===== src/wb_pkg.sv =====
`default_nettype none

package wb_pkg;

   // bus widths
   localparam int ADDR_W = 32;  // byte address
   localparam int DATA_W = 32;
   localparam int STRB_W = DATA_W / 8;  // one strobe per byte lane

   // bytes picked by a read, before the shift by the low address bits
   localparam int READ_BYTES = 4;

   // on-chip word RAM
   localparam int MEM_WORDS = 256;
   localparam int MEM_AW = 8;  // word index width, log2 of MEM_WORDS

endpackage

`default_nettype wire

===== src/wb_arbiter.sv =====
`default_nettype none

module wb_arbiter (
   input  logic                      clk_i,
   input  logic                      cke_i,
   input  logic                      rst_n_i,

   // master 0
   input  logic                      m0_cyc_i,
   input  logic                      m0_stb_i,
   input  logic                      m0_we_i,
   input  logic [wb_pkg::ADDR_W-1:0] m0_addr_i,
   input  logic [wb_pkg::STRB_W-1:0] m0_sel_i,
   input  logic [wb_pkg::DATA_W-1:0] m0_wdata_i,
   output logic                      m0_ack_o,
   output logic [wb_pkg::DATA_W-1:0] m0_rdata_o,

   // master 1
   input  logic                      m1_cyc_i,
   input  logic                      m1_stb_i,
   input  logic                      m1_we_i,
   input  logic [wb_pkg::ADDR_W-1:0] m1_addr_i,
   input  logic [wb_pkg::STRB_W-1:0] m1_sel_i,
   input  logic [wb_pkg::DATA_W-1:0] m1_wdata_i,
   output logic                      m1_ack_o,
   output logic [wb_pkg::DATA_W-1:0] m1_rdata_o,

   // shared slave side
   output logic                      s_cyc_o,
   output logic                      s_stb_o,
   output logic                      s_we_o,
   output logic [wb_pkg::ADDR_W-1:0] s_addr_o,
   output logic [wb_pkg::STRB_W-1:0] s_sel_o,
   output logic [wb_pkg::DATA_W-1:0] s_wdata_o,
   input  logic                      s_ack_i,
   input  logic [wb_pkg::DATA_W-1:0] s_rdata_i
);

   import wb_pkg::*;

   logic owner_valid_q;
   logic owner_q;  // 0 is m0, 1 is m1
   logic prio_q;  // master favoured on a tie
   logic gnt;
   logic owner_cyc;

   // free bus grants at once, otherwise the owner keeps it
   always_comb begin
      if (owner_valid_q) begin
         gnt = owner_q;
      end else if (m0_cyc_i & m1_cyc_i) begin
         gnt = prio_q;
      end else begin
         gnt = m1_cyc_i;
      end
   end

   assign owner_cyc = owner_q ? m1_cyc_i : m0_cyc_i;

   always_ff @(posedge clk_i or negedge rst_n_i) begin
      if (!rst_n_i) begin
         owner_valid_q <= 1'b0;
         owner_q       <= 1'b0;
         prio_q        <= 1'b0;  // a first after reset
      end else if (cke_i) begin
         if (s_ack_i) begin
            owner_valid_q <= 1'b0;
            prio_q        <= ~gnt;  // other side next time
         end else if (owner_valid_q & ~owner_cyc) begin
            owner_valid_q <= 1'b0;  // master gave up the cycle
         end else if (~owner_valid_q & (m0_cyc_i | m1_cyc_i)) begin
            owner_valid_q <= 1'b1;
            owner_q       <= gnt;
         end
      end
   end

   // slave sees the granted master only
   assign s_cyc_o   = gnt ? m1_cyc_i   : m0_cyc_i;
   assign s_stb_o   = gnt ? m1_stb_i   : m0_stb_i;
   assign s_we_o    = gnt ? m1_we_i    : m0_we_i;
   assign s_addr_o  = gnt ? m1_addr_i  : m0_addr_i;
   assign s_sel_o   = gnt ? m1_sel_i   : m0_sel_i;
   assign s_wdata_o = gnt ? m1_wdata_i : m0_wdata_i;

   assign m0_ack_o = s_ack_i & ~gnt;
   assign m1_ack_o = s_ack_i & gnt;

   assign m0_rdata_o = gnt ? {DATA_W{1'b0}} : s_rdata_i;
   assign m1_rdata_o = gnt ? s_rdata_i : {DATA_W{1'b0}};

endmodule

`default_nettype wire


===== config.mk =====
export PLATFORM = sky130hd
export DESIGN_NAME = wb_arbiter
export DESIGN_NICKNAME = d
export VERILOG_FILES = /design/src/wb_pkg.sv /design/src/wb_arbiter.sv
export SDC_FILE = /design/constraint.sdc
export NUM_CORES = 1
export LEC_CHECK = 0
export BUFFER_PORTS_ARGS = -buffer_cell sky130_fd_sc_hd__buf_2
export CAP_MARGIN = 25
export CORE_AREA = 2 2 123 125
export CTS_CLUSTER_SIZE = 10
export DETAILED_ROUTE_END_ITERATION = 10
export DIE_AREA = 0 0 125 127
export PLACE_DENSITY_LB_ADDON = 0.1
export SETUP_SLACK_MARGIN = 0.3
export SLEW_MARGIN = 20
export SYNTH_ARGS = -nofsm -noshare
export SYNTH_HDL_FRONTEND = slang
export SYNTH_SLANG_ARGS = --single-unit

===== constraint.sdc =====
create_clock -name clk_i -period 2 [get_ports clk_i]
set_input_delay 0.1 -clock clk_i [delete_from_list [all_inputs] [get_ports clk_i]]
set_output_delay 0.1 -clock clk_i [all_outputs]
set_load 0.01 [all_outputs]

* Word level (Yosys, flattened, before mapping)
Cells that the tools add are included.
Cells by class: reduce and logical (&&, ||, !) cells 4, bitwise gates (word level) 11, mux-type cells 14
Operator list (number):
- 32-bit 2-to-1 mux | 4
- 1-bit 2-to-1 mux | 9
- 1-bit AND | 5
- 1-bit inverter | 5
- 4-bit 2-to-1 mux | 1
- 2-bit AND reduction | 2
- 4-bit AND reduction | 1
- 3-bit nonzero test | 1
- 1-bit bitwise OR | 1
Storage, ports and cells: logic and storage cells 32, flip-flop bits (word level) 3, input port bits 178

* Longest topological paths before layout
depth in word-level cells 5, mapped depth 5

* Worst setup path after synthesis
Ideal clock, no wire load.
path kind register -> output, from reg owner_valid_q, to out s_addr_o[28] (netlist name), stages on the path, launching flop included 6, setup slack 0.534 ns, arrival time 1.366 ns, cells stage by stage dfrtp_1 nand2b_4 o21a_2 buf_6 buf_6 mux2_4
Between the ends: longest elaborated chain between the ends 2
Ends and longest elaborated chain:
- start, declared | RTL line wb_arbiter.sv:41 | logic owner_valid_q;
- start signal, assigned | RTL line wb_arbiter.sv:62 | owner_valid_q <= 1'b0;
- start signal, assigned | RTL line wb_arbiter.sv:67 | owner_valid_q <= 1'b0;
- start signal, assigned | RTL line wb_arbiter.sv:70 | owner_valid_q <= 1'b0;
- 1-bit 2-to-1 mux | RTL line wb_arbiter.sv:49 | if (owner_valid_q) begin
- 32-bit 2-to-1 mux | RTL line wb_arbiter.sv:82 | assign s_addr_o = gnt ? m1_addr_i : m0_addr_i;
- end, declared | RTL line wb_arbiter.sv:32 | output logic [wb_pkg::ADDR_W-1:0] s_addr_o,
No other way between the ends.

* Final worst setup path
from reg owner_valid_q, to out s_wdata_o[26] (netlist name)
Between the ends: longest elaborated chain between the ends 2
Ends and longest elaborated chain:
- 1-bit 2-to-1 mux | RTL line wb_arbiter.sv:49
- 32-bit 2-to-1 mux | RTL line wb_arbiter.sv:84 | assign s_wdata_o = gnt ? m1_wdata_i : m0_wdata_i;
- end, declared | RTL line wb_arbiter.sv:34 | output logic [wb_pkg::DATA_W-1:0] s_wdata_o,
No other way between the ends.

==> results.md <==
* Outcome: completed
* Final period util at 92.8%
* Share of layout cells above drive strength 1 at 87.2%
* Fmax at 539 MHz
* Placed Instances at 661
* Delay-heaviest family, CP: flip-flops
* Largest net degree at the start of global routing at 34
* Total CTS buffers at 3
* Root Driver: clkbuf_16
* Crit path kind: reg -> out
* Setup skew after layout at 0.000280 ns
* Gpl congestion at 0.750
* VDD IR max at 0.226 mV
* RSZ-0062 raised after global routing: true
* Most used cell, CP: buf_6
* Slowest stage cell, crit path: dfrtp_1
* First-pass GRT wire length at 13.9 mm
* Synth Warn # at 0
* Drt total wl at 10.8 mm
* Startpoint Class: register
* Vias at 2622
* Final setup fails at 0
* Max Root-Sink Buffers at 2
* CP arrival at 1.76 ns
* CP Data Required Time at 1.90 ns
* Area growth syn-to-layout at 148%
* Yosys cell types at 19
* Nets at 680
* CP max stage delay at 0.39 ns
* PD cells at 577 nW/um2
* Leakage at 2.32 nW
* Max-slew headroom at 83.5%
* Cell Rows at 44
* Die area at 15900 um2
* Initial drt markers at 41
* Cells along the critical path: nand2b_4 > o21a_4 > buf_6 > buf_12 > mux2_4 > buf_6
* Core Box Area at 14400 um2
* Number of max-cap violations at 0
* PnR worst setup slack at 0.143 ns
* Most frequent cells in the layout: buf_2 (288), and2_1 (46), mux2_4 (37), mux2_2 (34), buf_6 (29)
* Overall global routing resource usage at 11.0%
* Pre-antenna DRT Iters at 3
* Routed Antenna Nets at 0
* Mapped Nets at 350
* Avg Cell Area, Syn at 9.48 um2
* Die span in y at 127 um
* H-tree lvl count at 1
* Final number of max-transition violations at 0
* Vias in the first global route at 2584
* Antenna fix cells at 0
* Hold Crit Class: in -> async
* DR vias/cell at 3.83
* Worst Tran Pin Value at 0.246 ns
* Post-route DRC violation count at 0
* Final total power at 0.00234 W
* R2R setup slack at 0.40 ns
* GR Overflow Total at 0
* WL/cell at 15.8 um
* Port-buffer cells at 314
* Crit-path max FO at 5
* CTS tree: done
* CTS sink count at 3
* Die X at 125 um
* Sequential-to-total area share from yosys stat at 4.60%
* Clock slew seen by the registers of the worst setup and hold paths at 0.03 ns
* Mapped Cells at 172
* Starting Density at 11.3%
* I/O pins at 315
* Crit path time final at 1.86 ns
* Clk_lat worst skew at 0.22 ns
* Crit path launch: owner_valid_q
* Final Non-Filler Cells at 685
* Post-layout util at 28.1%
* Final Hold Vio Count at 0
* Crit path buffers/inverters at 3
* Setup_tns at 0 ns
* Post-Syn Area at 1630 um2
* Detail Placement HPWL at 8.54 mm
* Register bit total from synthesis at 3
* Antenna violations before repair at 0
* Worst R2R Start: owner_valid_q
* DP Worst Slack at 0.279 ns
* Most common cell after layout, fill and taps aside: buf_2
* CP Capture Type: primary output
## metrics by stage
step                area, um2  hold WS, ns
floorplan                1630       -0.196
finish                   4050        0.204
CTS                      3630        0.200
global placement         3410      -0.0974
global route             4050        0.230
detailed placement       3410      -0.0982
## layout make-up
class | count | area [um2]
fillers | 1595 | 10400
repair buffers | 338 | 2120
multi-input cells | 156 | 1550
well taps | 184 | 230
clock buffers | 4 | 78.8
flip-flops and latches | 3 | 75.1
## report_power, final
part,switching (W),internal [W]
Sequential,0.0000140,0.0000745
Clock,0.0000545,0.000263
Combinational,0.000804,0.00113
## synthesized netlist by cell type (all sizes together)
cell type,instances,area share [%]
a21oi,1,0.31
a31oi,1,0.38
and2,66,25
buf,8,4.4
clkbuf,6,1.4
dfrtp,3,4.6
mux2,71,58
nand2,3,0.69
nand2b,1,0.84
nor2,3,0.69
nor2b,2,0.77
nor3b,2,0.92
o211ai,1,0.46
o21a,1,0.54
o21ai,2,0.61
o22a,1,0.54
## flip-flops by register name, indices dropped and copies added (netlist names)
name and count:
owner_q 1, prio_q 1, owner_valid_q 1
## final timing paths
path	endpoint	depth (start not counted)
worst max-delay path	s_wdata_o[26]	6
worst min-delay path	owner_valid_q	2
worst max register to register	owner_q	8
worst min register to register	prio_q	2
max in group asynchronous	prio_q	2
min in group clk_i	owner_valid_q	2
## kinds of logic (layout without fill, tap and decap cells)
| group | count (synthesis) | in the layout | synth area share (%) |
|---|---|---|---|
| and+or+nand+nor | 77 | 77 | 29.2 |
| muxes | 71 | 71 | 57.6 |
| buffers and inverters | 14 | 342 | 5.76 |
| AOI/OAI and AO/OA | 7 | 8 | 2.84 |
| DFF | 3 | 3 | 4.60 |
## metal layers
layer / share of wire [%] / global-route usage, % / up-vias
met2: 58 / 24.1 / 186
met4: 0.21 / 1.18 / 0
met3: 9.4 / 2.76 / 2
met5: 0 / 0 / -
li1: - / - / 1251
met1: 32 / 10.3 / 1183
## timing repair
item	in CTS	in global routing
hold buffers	1	0
setup buffers	6	4
resized for setup	8	60
cloned	2	7
endpoints found under the hold margin	3	0
endpoints found under the setup margin	97	129
pin swaps	1	8
(Power assumes the default switching activity.)
