File: config.mk
export PLATFORM = sky130hd
export DESIGN_NAME = iob_wb_bridge
export DESIGN_NICKNAME = d
export VERILOG_FILES = /design/src/wb_pkg.sv /design/src/iob_wb_bridge.sv
export SDC_FILE = /design/constraint.sdc
export NUM_CORES = 1
export LEC_CHECK = 0
export ABC_AREA = 0
export BUFFER_PORTS_ARGS = -buffer_cell sky130_fd_sc_hd__buf_2
export CAP_MARGIN = 40
export CELL_PAD_IN_SITES_DETAIL_PLACEMENT = 0
export CELL_PAD_IN_SITES_GLOBAL_PLACEMENT = 1
export CORE_AREA = 2 2 99 101
export DETAILED_ROUTE_END_ITERATION = 10
export DIE_AREA = 0 0 101 103
export PLACE_DENSITY = 0.89
export SLEW_MARGIN = 10
export SYNTH_ARGS = -nofsm -noshare
export SYNTH_HDL_FRONTEND = slang
export SYNTH_SLANG_ARGS = --single-unit
File: constraint.sdc
create_clock -name clk_i -period 8 [get_ports clk_i]
set_input_delay 0.8 -clock clk_i [delete_from_list [all_inputs] [get_ports clk_i]]
set_output_delay 0.8 -clock clk_i [all_outputs]
set_load 0.02 [all_outputs]
File: src/wb_pkg.sv
`default_nettype none

package wb_pkg;

   // bus widths
   localparam int ADDR_W = 32;  // byte address
   localparam int DATA_W = 32;
   localparam int STRB_W = DATA_W / 8;  // one strobe per byte lane

   // bytes picked by a read, before the shift by the low address bits
   localparam int READ_BYTES = 4;

   // on-chip word RAM
   localparam int MEM_WORDS = 256;
   localparam int MEM_AW = 8;  // word index width, log2 of MEM_WORDS

endpackage

`default_nettype wire
File: src/iob_wb_bridge.sv
`default_nettype none

module iob_wb_bridge (
   input  logic                        clk_i,
   input  logic                        cke_i,
   input  logic                        rst_n_i,

   // IOb native port
   input  logic                        iob_avalid_i,
   input  logic [  wb_pkg::ADDR_W-1:0] iob_addr_i,
   input  logic [  wb_pkg::DATA_W-1:0] iob_wdata_i,
   input  logic [  wb_pkg::STRB_W-1:0] iob_wstrb_i,
   output logic                        iob_ready_o,
   output logic                        iob_rvalid_o,
   output logic [  wb_pkg::DATA_W-1:0] iob_rdata_o,

   // Wishbone classic master
   output logic                        wb_cyc_o,
   output logic                        wb_stb_o,
   output logic                        wb_we_o,
   output logic [  wb_pkg::ADDR_W-1:0] wb_addr_o,
   output logic [  wb_pkg::STRB_W-1:0] wb_sel_o,
   output logic [  wb_pkg::DATA_W-1:0] wb_wdata_o,
   input  logic                        wb_ack_i,
   input  logic [  wb_pkg::DATA_W-1:0] wb_rdata_i
);

   import wb_pkg::*;

   logic                busy_q;
   logic                rvalid_q;
   logic                we_q;
   logic [ADDR_W-1:0]   addr_q;
   logic [DATA_W-1:0]   wdata_q;
   logic [STRB_W-1:0]   sel_q;
   logic [DATA_W-1:0]   rdata_q;

   logic                req_take;
   logic                req_we;
   logic [2*STRB_W-1:0] rd_mask;
   logic [STRB_W-1:0]   req_sel;
   logic                rd_done;

   // a strobe only counts while ready is high
   assign req_take = iob_avalid_i & ~busy_q;

   // any write strobe makes it a write
   assign req_we = |iob_wstrb_i;

   // read lanes follow the byte offset, upper lanes fall off
   assign rd_mask = {{(2*STRB_W-READ_BYTES){1'b0}}, {READ_BYTES{1'b1}}} << iob_addr_i[1:0];
   assign req_sel = req_we ? iob_wstrb_i : rd_mask[STRB_W-1:0];

   assign rd_done = wb_ack_i & busy_q & ~we_q;

   always_ff @(posedge clk_i or negedge rst_n_i) begin
      if (!rst_n_i) begin
         busy_q   <= 1'b0;
         rvalid_q <= 1'b0;
      end else if (cke_i) begin
         if (req_take) begin
            busy_q <= 1'b1;
         end else if (wb_ack_i) begin
            busy_q <= 1'b0;  // cycle ends after the ack
         end
         rvalid_q <= rd_done;  // single pulse per read
      end
   end

   // request payload, loaded only on capture
   always_ff @(posedge clk_i) begin
      if (cke_i) begin
         if (req_take) begin
            addr_q  <= iob_addr_i;
            wdata_q <= iob_wdata_i;
            we_q    <= req_we;
            sel_q   <= req_sel;
         end
         if (rd_done) begin
            rdata_q <= wb_rdata_i;
         end
      end
   end

   // cyc and stb stay up until acknowledged
   assign wb_cyc_o   = busy_q;
   assign wb_stb_o   = busy_q;
   assign wb_we_o    = we_q;
   assign wb_addr_o  = addr_q;
   assign wb_sel_o   = sel_q;
   assign wb_wdata_o = wdata_q;

   assign iob_ready_o  = ~busy_q;  // back high the cycle after ack
   assign iob_rvalid_o = rvalid_q;
   assign iob_rdata_o  = rdata_q;

endmodule

`default_nettype wire

# Word level (Yosys, flattened, before mapping)
# Cells that the tools add are included.
[totals]
ff_bits = 103
output_inout_bits = 105
elab_cells = 21
[classes]
shifts = 1
n_mux = 3
n_bitwise = 5
n_reduce_logical = 5
[op_table]
columns = ["op", "n"]
rows = [
  ["$reduce_and A2 Y1", 3],
  ["$mux W4", 1],
  ["$reduce_or A4 Y1", 1],
  ["$shl A4 B2 Y4 const A", 1],
  ["$and A1 B1 Y1", 3],
  ["$mux W1", 2],
  ["$not A1 Y1", 2],
  ["$reduce_bool A2 Y1", 1],
]

# Depth between registers and ports, before layout
[logic_depth]
ltp_word = 4
depth_mapped = 2
ltp_nobuf = 2

# Worst setup path after synthesis
# Ideal clock, no wire load.
[synth_timing]
path_kind = "input to register"
start = "in cke_i"
end = "reg addr_q[0], in the netlist wb_addr_o[0] (enable)"
setup_time_ps = 497
arrival_time_ps = 3757
t_required_ps = 7503
setup_slack_ps = 3746
cell_stages = 2
n_path_buf = 0
path_cell_list = "nand2_1 -> nor2_1"
[synth_via]
elab_chain_cells = 1
[synth_rtl]
columns = ["item", "line", "rtl"]
rows = [
  ["start: declaration", "iob_wb_bridge.sv:5", "input logic cke_i,"],
  ["$reduce_and A2 Y1 (no source line)", "-", ""],
  ["end signal: assignment", "iob_wb_bridge.sv:74", "addr_q <= iob_addr_i;"],
  ["end: declaration", "iob_wb_bridge.sv:33", "logic [ADDR_W-1:0] addr_q;"],
]
# Every way passes these cells.
# A chain may end at the register's enable or synchronous reset.

# Final worst setup path
[layout_timing]
start = "reg busy_q, in the netlist wb_cyc_o"
end = "out iob_ready_o"
[layout_via]
elab_chain_cells = 1
[layout_rtl]
columns = ["item", "line", "rtl"]
rows = [
  ["start: declaration", "iob_wb_bridge.sv:30", "logic busy_q;"],
  ["start signal: assignment", "iob_wb_bridge.sv:58", "busy_q <= 1'b0;"],
  ["start signal: assignment", "iob_wb_bridge.sv:62", "busy_q <= 1'b1;"],
  ["start signal: assignment", "iob_wb_bridge.sv:64", "busy_q <= 1'b0;"],
  ["$not A1 Y1", "iob_wb_bridge.sv:93", "assign iob_ready_o = ~busy_q;"],
  ["end: declaration", "iob_wb_bridge.sv:13", "output logic iob_ready_o,"],
]
# Every way passes these cells.

==> impl_results.md <==
* Worst slew pin tran at 0.866 ns
* Adder-cell share of the synthesized area at 0%
* P&R area growth vs syn at 43.3%
* Fin area at 4580 sq um
* Unrepaired setup endpoints after global routing: no
* VDD IR max at 0.000124 V
* Crit path time final at 1.87 ns
* Initial antenna violation count at 0
* Fraction of layout cells with a size suffix above 1 at 65.7%
* Hold Vio Cnt, Final at 0
* Leakage dissipation at 1.94 nW
* Die Ht at 103 microns
* Hold crit path type: in -> async
* Fin util at 48.4%
* CTS resizes at 0
* Worst Setup Start Kind: flop
* # DRC at 0
* FMAX at 535 MHz
* Synth Area in Simple Gates at 1.80%
* Syn_nets at 227
* Final hold slack at 0.224 ns
* Vias in the first global route at 1895
* Clk sinks at 103
* Rel. slew slack at 42.3%
* Mapped Area at 3200 sq um
* Share of synthesized area spent on multiplexers at 0%
* Crit Path Class: reg -> out
* CP Cell Sequence: inv_1 > buf_2
* Outcome: complete, no violations
* DRT Pass-1 Iters at 4
* Port Buffer Count at 209
* # setup viols final at 0
* Synth top area cells: edfxtp_1 (95%), dfrtp_1 (1.6%), a21o_1 (0.47%)
* GR Overflow Total at 0
* WP data arrival at 1.07 ns
* Starting Density at 33.8%
* TritonCTS clock tree: done
* Clock-pin slew on the worst setup and hold paths at 0.08 ns
* Vias per cell at 4.29
* Synthesis-stage register bit count at 103
* WL final at 6890 microns
* Critical Path RT at 7.20 ns
* CTS max path bufs at 2
* Main combinational cell family by area after synthesis: simple AND/OR/NAND/NOR gates
* Vias at 1982
* Distinct cell type count after synthesis at 15
* Area after DPL at 4400 sq um
* Worst Path Max Fanout at 6
* Syn. warnings at 0
* Routed length per instance at 14.9 microns
* Clk root buf: clkbuf_8
* Number of max-cap violations at 0
* Cell Rows at 36
* CTS hold repair buffers at 0
* PwrDens at 221 nW/um^2
* Avg Inst Size Synth at 26.2 sq um
* Die Area at 10400 sq um
* Cts bufs inserted at 9
* GRT Total Usage at 12.8%
* Post-synthesis xor/xnor area fraction at 0%
* Commonest non-fill, non-tap cell in the layout: buf_2
* ANT nets after route at 0
* Crit-path slowest cell: dfrtp_1
* Setup TNS at 0 ns
* Final net count at 448
* Final cycle utilization of the critical path at 23.4%
* GP Congestion at 0.738
* Slowest stage delay, CP at 0.46 ns
* Slew Viols, Final at 0
* Synth top area share at 94.9%
* IO Count at 210
* DPL Wire Length at 5180 microns
* Post-synthesis compound-gate area fraction at 1.17%
* Clock latency on the worst-skew pair at 0.34 ns
* Register area share after synthesis at 96.4%
* Clock skew at 0.00718 ns
* First-pass GRT wire length at 9630 microns
* Core area at 9460 sq um
* Post-Synthesis Cells at 122
* Largest area contributor in the netlist: edfxtp_1
* Die width at 101 microns
* Pin count of the biggest net entering global routing at 70
* H-tree depth at 3
* Most frequent cells in the layout: buf_2 (209), edfxtp_1 (101), clkbuf_8 (9), inv_1 (3)
* Fill count at 824
* Buffer count from post-CTS setup fixing at 0
* Critical Path End Type: primary output
* 1st-iter DRT viols at 40
final cells by class:
type                       instances  area, sq um  area share (%)
sequential                       103         3080            67.3
timing repair buffer             211         1060            23.2
tap                              114          143            3.11
clock buffer                      11          131            2.87
multi-input combinational         15          103            2.24
clock inverter                     4         47.5            1.04
inverter                           3         11.3           0.246
antenna                            1         2.50          0.0546
state kept, by name (all words and copies together), names as in the netlist:
register,count
iob_rdata_o,32
wb_addr_o,32
wb_wdata_o,32
wb_sel_o,4
iob_rvalid_o,1
wb_cyc_o,1
wb_we_o,1
critical path, delay by kind of cell, from the launching register on:
family / cells / cell delay [ns]
flops: 1 / 0.46
buf+inv: 2 / 0.27
synthesized netlist by cell type, drive strengths merged:
library cell  instances
a21oi                 1
a2111oi               1
or2                   2
edfxtp              101
nor3                  2
dfrtp                 2
inv                   3
and3                  1
or4                   1
a21o                  3
nor2                  2
and4b                 1
buf                   1
nand2                 1
per-layer routing:
layer | GRT usage [%] | vias to the layer above | wire length, microns
met2 | 20.6 | 147 | 3240
li1 | - | 926 | -
met4 | 5.72 | 0 | 87
met3 | 6.85 | 5 | 946
met1 | 14.3 | 904 | 2610
met5 | 0 | - | 0
power breakdown:
part	switching, W	total [W]	internal (W)
Combinational	0.0000550	0.0000888	0.0000338
Clock	0.000158	0.000300	0.000142
Sequential	0.00000633	0.000624	0.000617
Total	0.000219	0.00101	0.000793
cell families after synthesis:
group           Yosys count
flops                   103
buf+inv                   4
simple gates             10
compound gates            5
worst paths after layout:
kind	startpoint	to	slack [ns]	cells after the start
min in group clk_i	iob_rvalid_o	iob_rvalid_o	0.50	1
worst min register to register	iob_rvalid_o	iob_rvalid_o	0.50	1
max in group asynchronous	rst_n_i	wb_cyc_o	7.68	1
worst max register to register	wb_cyc_o	wb_addr_o[18]	6.33	2
worst min-delay path	rst_n_i	iob_rvalid_o	0.22	1
worst max-delay path	wb_cyc_o	iob_ready_o	6.13	2
stage by stage:
step	cells	setup WS [ns]	total power, W
final	462	6.13	0.00101
after global routing	461	6.07	0.00106
after CTS	461	6.10	0.00103
after detailed placement	446	5.78	0.000727
after global placement	446	5.85	0.000722
after floorplan	122	3.75	0.000678
Power figures use the tool's default switching activity.
